### src/rtl/scene_consts.svh
`ifndef SCENE_CONSTS_SVH
`define SCENE_CONSTS_SVH

// Property fields
`define SCENE_FIELD_W 16    // Every numeric property
`define SCENE_LTYPE_W 2     // Light kind, taken from the low data bits

// Store depths
`define SCENE_NUM_CAMERAS 2
`define SCENE_NUM_LIGHTS 4

// Record addresses inside one copy of a store
`define SCENE_CAM_AW $clog2(`SCENE_NUM_CAMERAS)
`define SCENE_LIGHT_AW $clog2(`SCENE_NUM_LIGHTS)

// Command word fields
`define SCENE_OP_W 2        // Opcode
`define SCENE_IDX_W 2       // Camera or light index, cameras use the low bit
`define SCENE_PROP_W 4      // Property code

`endif

### src/rtl/scene_types_pkg.sv
`include "scene_consts.svh"

package scene_types_pkg;

    typedef logic [`SCENE_FIELD_W-1:0] field_t;  // One numeric property

    // Kind of light source
    typedef enum logic [`SCENE_LTYPE_W-1:0] {
        light_point       = 2'd0,
        light_directional = 2'd1,
        light_spot        = 2'd2,
        light_ambient     = 2'd3
    } light_type_e;

    // Camera record, 208 bits
    typedef struct packed {
        field_t x_loc;      // Position
        field_t y_loc;
        field_t z_loc;
        field_t x_fwd;      // View direction
        field_t y_fwd;
        field_t z_fwd;
        field_t x_up;       // Up vector
        field_t y_up;
        field_t z_up;
        field_t near_clip;
        field_t far_clip;
        field_t h_fov;      // Horizontal field of view
        field_t v_fov;      // Vertical field of view
    } camera_t;

    // Light record, kind on top, 130 bits
    typedef struct packed {
        light_type_e l_type;
        field_t      x_loc;
        field_t      y_loc;
        field_t      z_loc;
        field_t      x_fwd;  // Direction, spot and directional only
        field_t      y_fwd;
        field_t      z_fwd;
        field_t      color;
        field_t      intensity;
    } light_t;

endpackage

### src/rtl/scene_cmd_pkg.sv
`include "scene_consts.svh"

package scene_cmd_pkg;

    typedef enum logic [`SCENE_OP_W-1:0] {
        op_set_camera = 2'd0,   // Write one camera property
        op_set_light  = 2'd1,   // Write one light property
        op_frame      = 2'd2,   // Swap copies, frame ready
        op_render     = 2'd3    // Render started, clear frame ready
    } scene_op_e;

    // Camera property codes, 13 to 15 unused
    typedef enum logic [`SCENE_PROP_W-1:0] {
        cp_x_loc = 4'd0, cp_y_loc = 4'd1, cp_z_loc = 4'd2,
        cp_x_fwd = 4'd3, cp_y_fwd = 4'd4, cp_z_fwd = 4'd5,
        cp_x_up  = 4'd6, cp_y_up  = 4'd7, cp_z_up  = 4'd8,
        cp_near_clip = 4'd9, cp_far_clip = 4'd10,
        cp_h_fov = 4'd11, cp_v_fov = 4'd12
    } camera_prop_e;

    // Light property codes, 9 to 15 unused
    typedef enum logic [`SCENE_PROP_W-1:0] {
        lp_type  = 4'd0,
        lp_x_loc = 4'd1, lp_y_loc = 4'd2, lp_z_loc = 4'd3,
        lp_x_fwd = 4'd4, lp_y_fwd = 4'd5, lp_z_fwd = 4'd6,
        lp_color = 4'd7, lp_intensity = 4'd8
    } light_prop_e;

    // Host command word, 24 bits
    typedef struct packed {
        scene_op_e                 op;
        logic [`SCENE_IDX_W-1:0]   index;  // Camera or light number
        logic [`SCENE_PROP_W-1:0]  prop;   // Camera or light property code
        logic [`SCENE_FIELD_W-1:0] data;
    } scene_cmd_t;

endpackage

### src/rtl/scene_cmd_intake.sv
`timescale 1ns/1ps

module scene_cmd_intake import scene_cmd_pkg::*; (
    input  logic       clk_100mhz,
    input  logic       rst,
    input  logic       cmd_req,     // Host request, four-phase
    input  scene_cmd_t cmd,         // Stable while cmd_req is high
    input  logic       upd_ready,   // Updater can take a command
    output logic       cmd_ack,
    output logic       cmd_valid,   // One-cycle pulse to the updater
    output scene_cmd_t cmd_word
);

    typedef enum logic {
        st_idle,    // Waiting for a request
        st_acked    // Command taken, waiting for the host to drop cmd_req
    } state_e;

    state_e state;

    assign cmd_ack = (state == st_acked);  // Ack follows the state directly

    always_ff @(posedge clk_100mhz) begin
        if (rst) begin
            state     <= st_idle;
            cmd_valid <= 1'b0;
        end else begin
            cmd_valid <= 1'b0;  // Pulse by default low
            case (state)
                st_idle: begin
                    // Held back while the updater is still busy
                    if (cmd_req && upd_ready) begin
                        cmd_valid <= 1'b1;
                        state     <= st_acked;
                    end
                end
                st_acked: begin
                    if (!cmd_req) state <= st_idle;  // Handshake done, ack drops next cycle
                end
                default: state <= st_idle;
            endcase
        end
    end

    // Command payload, captured together with the pulse
    always_ff @(posedge clk_100mhz) begin
        if (state == st_idle && cmd_req && upd_ready) cmd_word <= cmd;
    end

endmodule

### src/rtl/scene_updater.sv
`timescale 1ns/1ps
`include "scene_consts.svh"

module scene_updater import scene_types_pkg::*, scene_cmd_pkg::*; (
    input  logic                        clk_100mhz,
    input  logic                        rst,
    input  logic                        cmd_valid,
    input  scene_cmd_t                  cmd_word,
    output logic                        upd_ready,
    output logic                        wr_sel,       // Copy that takes updates
    output logic                        frame_ready,
    output logic [`SCENE_CAM_AW-1:0]    cam_addr,
    output logic                        cam_we,
    output camera_t                     cam_wr_data,
    input  camera_t                     cam_rd_data,
    output logic [`SCENE_LIGHT_AW-1:0]  light_addr,
    output logic                        light_we,
    output light_t                      light_wr_data,
    input  light_t                      light_rd_data
);

    typedef enum logic [1:0] {
        st_idle,
        st_read,    // Address on the bank, data back next cycle
        st_merge,   // Old record in, replace one field
        st_write    // Merged record written to the write copy
    } state_e;

    state_e     state;
    scene_cmd_t cur;            // Command in flight
    camera_t    cam_merged;
    light_t     light_merged;

    assign upd_ready = (state == st_idle);

    // Same index for read and write of the record
    assign cam_addr   = cur.index[`SCENE_CAM_AW-1:0];
    assign light_addr = cur.index[`SCENE_LIGHT_AW-1:0];

    assign cam_we   = (state == st_write) && (cur.op == op_set_camera);
    assign light_we = (state == st_write) && (cur.op == op_set_light);

    always_ff @(posedge clk_100mhz) begin
        if (rst) begin
            state       <= st_idle;
            wr_sel      <= 1'b0;
            frame_ready <= 1'b0;
        end else begin
            case (state)
                st_idle: begin
                    if (cmd_valid) begin
                        case (cmd_word.op)
                            op_set_camera, op_set_light: state <= st_read;
                            op_frame: begin
                                wr_sel      <= ~wr_sel;  // Written copy becomes visible
                                frame_ready <= 1'b1;
                            end
                            op_render: frame_ready <= 1'b0;
                            default: ;
                        endcase
                    end
                end
                st_read:  state <= st_merge;
                st_merge: state <= st_write;
                st_write: state <= st_idle;
                default:  state <= st_idle;
            endcase
        end
    end

    // Command held through read, merge and write
    always_ff @(posedge clk_100mhz) begin
        if (state == st_idle && cmd_valid) cur <= cmd_word;
    end

    // Replace the single camera field named by the property code
    always_comb begin
        cam_merged = cam_rd_data;
        case (cur.prop)
            cp_x_loc:     cam_merged.x_loc     = cur.data;
            cp_y_loc:     cam_merged.y_loc     = cur.data;
            cp_z_loc:     cam_merged.z_loc     = cur.data;
            cp_x_fwd:     cam_merged.x_fwd     = cur.data;
            cp_y_fwd:     cam_merged.y_fwd     = cur.data;
            cp_z_fwd:     cam_merged.z_fwd     = cur.data;
            cp_x_up:      cam_merged.x_up      = cur.data;
            cp_y_up:      cam_merged.y_up      = cur.data;
            cp_z_up:      cam_merged.z_up      = cur.data;
            cp_near_clip: cam_merged.near_clip = cur.data;
            cp_far_clip:  cam_merged.far_clip  = cur.data;
            cp_h_fov:     cam_merged.h_fov     = cur.data;
            cp_v_fov:     cam_merged.v_fov     = cur.data;
            default: ;  // Unknown code, record kept as read
        endcase
    end

    // Same for lights, type comes from the low data bits
    always_comb begin
        light_merged = light_rd_data;
        case (cur.prop)
            lp_type:      light_merged.l_type = light_type_e'(cur.data[`SCENE_LTYPE_W-1:0]);
            lp_x_loc:     light_merged.x_loc     = cur.data;
            lp_y_loc:     light_merged.y_loc     = cur.data;
            lp_z_loc:     light_merged.z_loc     = cur.data;
            lp_x_fwd:     light_merged.x_fwd     = cur.data;
            lp_y_fwd:     light_merged.y_fwd     = cur.data;
            lp_z_fwd:     light_merged.z_fwd     = cur.data;
            lp_color:     light_merged.color     = cur.data;
            lp_intensity: light_merged.intensity = cur.data;
            default: ;
        endcase
    end

    // Merged records registered for the write stage
    always_ff @(posedge clk_100mhz) begin
        if (state == st_merge) begin
            cam_wr_data   <= cam_merged;
            light_wr_data <= light_merged;
        end
    end

endmodule

### src/rtl/scene_bank.sv
`timescale 1ns/1ps

module scene_bank #(
    parameter type payload_t = logic,   // Record stored per entry
    parameter int  DEPTH     = 2        // Entries per copy
) (
    input  logic                     clk_100mhz,
    input  logic                     wr_sel,       // Copy on the update port
    input  logic [$clog2(DEPTH)-1:0] upd_addr,
    input  logic                     upd_we,
    input  payload_t                 upd_wr_data,
    output payload_t                 upd_rd_data,  // One cycle after upd_addr
    input  logic [$clog2(DEPTH)-1:0] rd_addr,
    output payload_t                 rd_data       // Render side, other copy
);

    // Both copies, cleared at start
    payload_t store [2][DEPTH] = '{default: '0};

    logic rd_sel;

    assign rd_sel = ~wr_sel;  // Render always sees the copy not being written

    // Update port, read-first on the write copy
    always_ff @(posedge clk_100mhz) begin
        if (upd_we) store[wr_sel][upd_addr] <= upd_wr_data;
        upd_rd_data <= store[wr_sel][upd_addr];
    end

    // Render port, registered read
    always_ff @(posedge clk_100mhz) begin
        rd_data <= store[rd_sel][rd_addr];
    end

endmodule

### src/rtl/render_fetch.sv
`timescale 1ns/1ps
`include "scene_consts.svh"

module render_fetch import scene_types_pkg::*; (
    input  logic                        clk_100mhz,
    input  logic                        rst,
    input  logic                        fetch_req,        // Four-phase request
    input  logic [`SCENE_CAM_AW-1:0]    fetch_cam_idx,    // Stable with fetch_req
    input  logic [`SCENE_LIGHT_AW-1:0]  fetch_light_idx,
    output logic [`SCENE_CAM_AW-1:0]    cam_rd_addr,
    output logic [`SCENE_LIGHT_AW-1:0]  light_rd_addr,
    input  camera_t                     cam_rd_data,
    input  light_t                      light_rd_data,
    output logic                        fetch_ack,
    output camera_t                     camera_out,       // Valid while fetch_ack high
    output light_t                      light_out
);

    typedef enum logic [1:0] {
        st_idle,
        st_read,    // Bank data for the requested records arriving
        st_ack      // Records held, waiting for fetch_req low
    } state_e;

    state_e state;

    // Addresses straight from the request so the bank reads in the request cycle
    assign cam_rd_addr   = fetch_cam_idx;
    assign light_rd_addr = fetch_light_idx;

    assign fetch_ack = (state == st_ack);

    always_ff @(posedge clk_100mhz) begin
        if (rst) begin
            state <= st_idle;
        end else begin
            case (state)
                st_idle:  if (fetch_req) state <= st_read;
                st_read:  state <= st_ack;
                st_ack:   if (!fetch_req) state <= st_idle;  // Ack drops next cycle
                default:  state <= st_idle;
            endcase
        end
    end

    // Latch both records once the read cycle is done
    always_ff @(posedge clk_100mhz) begin
        if (state == st_read) begin
            camera_out <= cam_rd_data;
            light_out  <= light_rd_data;
        end
    end

endmodule

### src/rtl/scene_memory_top.sv
`timescale 1ns/1ps
`include "scene_consts.svh"

module scene_memory_top import scene_types_pkg::*, scene_cmd_pkg::*; (
    input  logic                        clk_100mhz,
    input  logic                        rst,
    input  logic                        cmd_req,          // Host link
    input  scene_cmd_t                  cmd,
    output logic                        cmd_ack,
    input  logic                        fetch_req,        // Render link
    input  logic [`SCENE_CAM_AW-1:0]    fetch_cam_idx,
    input  logic [`SCENE_LIGHT_AW-1:0]  fetch_light_idx,
    output logic                        fetch_ack,
    output camera_t                     camera_out,
    output light_t                      light_out,
    output logic                        frame_ready
);

    logic                       cmd_valid;
    scene_cmd_t                 cmd_word;
    logic                       upd_ready;
    logic                       wr_sel;
    logic [`SCENE_CAM_AW-1:0]   cam_addr, cam_rd_addr;
    logic [`SCENE_LIGHT_AW-1:0] light_addr, light_rd_addr;
    logic                       cam_we, light_we;
    camera_t                    cam_wr_data, cam_rd_data, cam_fetch_data;
    light_t                     light_wr_data, light_rd_data, light_fetch_data;

    scene_cmd_intake intake_i (
        .clk_100mhz, .rst,
        .cmd_req, .cmd, .upd_ready,
        .cmd_ack, .cmd_valid, .cmd_word
    );

    scene_updater updater_i (
        .clk_100mhz, .rst,
        .cmd_valid, .cmd_word, .upd_ready, .wr_sel, .frame_ready,
        .cam_addr, .cam_we, .cam_wr_data, .cam_rd_data,
        .light_addr, .light_we, .light_wr_data, .light_rd_data
    );

    scene_bank #(.payload_t(camera_t), .DEPTH(`SCENE_NUM_CAMERAS)) camera_bank (
        .clk_100mhz, .wr_sel,
        .upd_addr(cam_addr), .upd_we(cam_we),
        .upd_wr_data(cam_wr_data), .upd_rd_data(cam_rd_data),
        .rd_addr(cam_rd_addr), .rd_data(cam_fetch_data)
    );

    scene_bank #(.payload_t(light_t), .DEPTH(`SCENE_NUM_LIGHTS)) light_bank (
        .clk_100mhz, .wr_sel,
        .upd_addr(light_addr), .upd_we(light_we),
        .upd_wr_data(light_wr_data), .upd_rd_data(light_rd_data),
        .rd_addr(light_rd_addr), .rd_data(light_fetch_data)
    );

    render_fetch fetch_i (
        .clk_100mhz, .rst,
        .fetch_req, .fetch_cam_idx, .fetch_light_idx,
        .cam_rd_addr, .light_rd_addr,
        .cam_rd_data(cam_fetch_data), .light_rd_data(light_fetch_data),
        .fetch_ack, .camera_out, .light_out
    );

endmodule

### config.mk
export PLATFORM = sky130hd
export DESIGN_NAME = scene_memory_top
export DESIGN_NICKNAME = d
export VERILOG_FILES = /design/src/rtl/scene_types_pkg.sv /design/src/rtl/scene_cmd_pkg.sv /design/src/rtl/scene_cmd_intake.sv /design/src/rtl/scene_updater.sv /design/src/rtl/scene_bank.sv /design/src/rtl/render_fetch.sv /design/src/rtl/scene_memory_top.sv
export VERILOG_INCLUDE_DIRS = /design/src /design/src/rtl
export SDC_FILE = /design/constraint.sdc
export NUM_CORES = 2
export LEC_CHECK = 0
export BUFFER_PORTS_ARGS = -buffer_cell sky130_fd_sc_hd__clkbuf_2
export CORE_MARGIN = 8
export CORE_UTILIZATION = 55
export DETAILED_ROUTE_END_ITERATION = 8
export PLACE_DENSITY = 0.77
export REMOVE_ABC_BUFFERS = 1
export SLEW_MARGIN = 40
export SYNTH_ARGS = -nofsm -noshare
export SYNTH_HDL_FRONTEND = slang
export SYNTH_SLANG_ARGS = --single-unit
### constraint.sdc
create_clock -name clk_100mhz -period 22.3 [get_ports clk_100mhz]
set_clock_uncertainty 0.05 [all_clocks]
set_input_delay 4.46 -clock clk_100mhz [delete_from_list [all_inputs] [get_ports clk_100mhz]]
set_output_delay 4.46 -clock clk_100mhz [all_outputs]
set_load 0.005 [all_outputs]
==> metrics <==
Area Overhead vs Synth=13.9%; total wire length=around 290000 um; FMAX=around 150 MHz; cell area after layout=138000 um^2; routed vias=a little under 60000; cell area after placement=between 100000 and 150000 um^2; Crit. End Element=flip-flop; GR Overflow Total=0; Slew @ Worst Pin=approximately 1000 ps; top-area cell type share of the netlist area=0.642; Yosys reg bits=3281; dpl cells=between 8000 and 9000; Hold WC Path Type=reg2reg; Initial Util=0.553; async set-reset flop share out of synthesis=0; initial antenna violation count=29; final cell count without fillers=between 9000 and 10000; Skew-Pair Late Insertion Delay=960 ps; Final Cycle Share=0.298; Final WS setup=~16000 ps; largest net degree at the start of global routing=around 110; # DRC=0; FF/Latch Area=between 90000 and 100000 um^2; # clock sinks=3281; CTS root buf=clkbuf_16; Die Y=486 um; Final Critical Period=6650 ps; post-synth top area cell=edfxtp_1; area of the multi-input gates=around 28000 um^2; nets@finish=~6000; CP max FO=45; # fillers=14200; Initial DRC Count=6927; setup TNS=0 ps; Crit Path Category=in2reg; Max Cap Violations=0; CP endpoint=light_bank.rd_data[18]$_DFF_P_; Core Footprint=around 220000 um^2; Design Power=between 10000 and 15000 uW; Routability Congestion=around 0.75; status=finished clean; H-tree Lvls=5; startpoint types=input port; die extent in x=slightly below 500 um; Max Root-Sink Buffers=4; Critical R2R Capture=light_bank.upd_rd_data[57]$_DFF_P_; layout cells sized above 1=0.359; CP arrival=7390 ps; global-route wire length before repair=419000 um; Reg clk slew, reported paths=60 ps; most frequent cells in the layout=edfxtp_1 (2596), mux4_2 (936), dfxtp_1 (683), nand2_1 (648), clkbuf_2 (368); EDFF count, synth=2596; most common cell after layout, fill and taps aside=edfxtp_1; Post-DRT Antenna Nets=0; mean post-synth cell area=21.7 um^2; Cell Rows=172; # IOs=around 370; Synth Flop Type=edfxtp_1; synth top area cells=edfxtp_1 (64%), mux4_2 (17%), dfxtp_1 (11%), mux2_2 (2.8%), nand2_1 (2.0%); drt first pass iters=6; Seq/Total Area, Yosys=0.755; I/O Buffers=371; Resized Gates After CTS=0; mapped cell area=121000 um^2; worst vdd ir=0.0792 mV; Hold Buf Count CTS=0; unrepaired setup endpoints after global routing=no; Warnings, synthesis=0; post-place setup slack=between 10000 and 15000 ps; leakage power=around 0.046 uW; R2R Setup Slk=~18000 ps; vias in the first global route=61400; post-CTS setup buffers=0; Worst EP required=23040 ps; Cells after Synth=5594; Pwr per Cell Area=100 nW/um^2; Worst slew margin=0.313; final setup vio count=0; R2R depth=5; DP HPWL=158000 um; Synth cell types=35; vias per cell=about 6.3; final hold violations=0; critical path startpoint=fetch_light_idx[1]; cts bufs inserted=about 340; Routed wire per std cell=31.1 um; Pins Over Slew Limit=0; CTS tree=built; DIE AREA=roughly 240000 um^2; worst reg2reg startpoint=updater_i.light_addr[1]$_DFFE_PP_; Tot GR Track Use=0.241
-- kinds of logic after synthesis --
kind of cell / Yosys count / share of synthesized area
xor gates and xnor gates: 1 / 0.0000722
AOI/OAI and AO/OA: 9 / 0.000392
adders and majority gates: 3 / 0.000309
and+or+nand+nor: 703 / 0.0239
DFF: 3281 / 0.755
buffers and inverters: 323 / 0.0148
muxes: 1274 / 0.205
-- per-stage QoR --
stage,utilization,hold WS [ps]
detailed placement,0.579,339
global placement,0.575,339
finish,0.630,345
global route,0.630,352
CTS,0.629,344
floorplan,-,336
-- worst max-delay path: stages --
cell and delay (ps):
buf_8 280, buf_16 350, buf_6 580, buf_4 700
mux4_2 580, mux2_2 280
-- flip-flops by register name, indices dropped and copies added (netlist names), named ones only --
| signal | flops |
|---|---|
| light_bank.store | 1040 |
| camera_bank.store | 832 |
| camera_bank.rd_data | 208 |
| camera_bank.upd_rd_data | 208 |
| fetch_i.camera_out | 208 |
| updater_i.cam_wr_data | 208 |
| fetch_i.light_out | 130 |
| light_bank.rd_data | 130 |
| light_bank.upd_rd_data | 130 |
| updater_i.light_wr_data | 130 |
| intake_i.cmd_word | 24 |
| updater_i.cur | 22 |
| fetch_i.state | 2 |
| updater_i.light_addr | 2 |
| updater_i.state | 2 |
| intake_i.cmd_ack | 1 |
| intake_i.cmd_valid | 1 |
| updater_i.frame_ready | 1 |
| updater_i.wr_sel | 1 |
-- report_power, final --
part / internal, uW / switching [uW]
combinational: 433 / 574
sequential: 7010 / 208
clock: 3380 / 2290
-- cell usage after synthesis (7+ instances only) --
cell,count
buf_6,50
nand2_1,648
mux4_2,936
edfxtp_1,2596
clkbuf_1,114
dfxtp_1,685
nor2_1,15
buf_4,24
buf_2,95
mux2_2,298
buf_1,33
mux2_1,40
inv_1,7
-- area by class of cell --
type / count / area share
multi-input cells: 1990 / 0.203
clock inverters: 163 / 0.0139
clock buffers: 436 / 0.0667
flip-flops and latches: 3281 / 0.663
well taps: 2871 / 0.0260
repair buffers: 510 / 0.0267
inverters: 7 / 0.000190
diodes: 13 / 0.000235
-- metal layers --
metal  routed length, um  track usage  vias to the layer above
met2              138000        0.385                     3359
met3               30800       0.0565                      541
met4               10800       0.0848                        2
met1              109000        0.331                    30800
met5                  12            0                        -
li1                    -            -                    23800
-- worst min path at each step --
stage	start	to	slack [ps]	cells after the start
2_1_floorplan	camera_bank.rd_data[0]$_DFF_P_	fetch_i.camera_out[0]$_DFFE_PN_	340	0
3_3_place_gp	light_bank.rd_data[119]$_DFF_P_	fetch_i.light_out[119]$_DFFE_PN_	340	0
3_5_place_dp	camera_bank.rd_data[185]$_DFF_P_	fetch_i.camera_out[185]$_DFFE_PN_	340	0
4_1_cts	camera_bank.rd_data[90]$_DFF_P_	fetch_i.camera_out[90]$_DFFE_PN_	340	0
5_1_grt	camera_bank.rd_data[50]$_DFF_P_	fetch_i.camera_out[50]$_DFFE_PN_	350	0
6_report	light_bank.rd_data[84]$_DFF_P_	fetch_i.light_out[84]$_DFFE_PN_	340	0
Note: power is estimated with default switching activity, not from simulation.
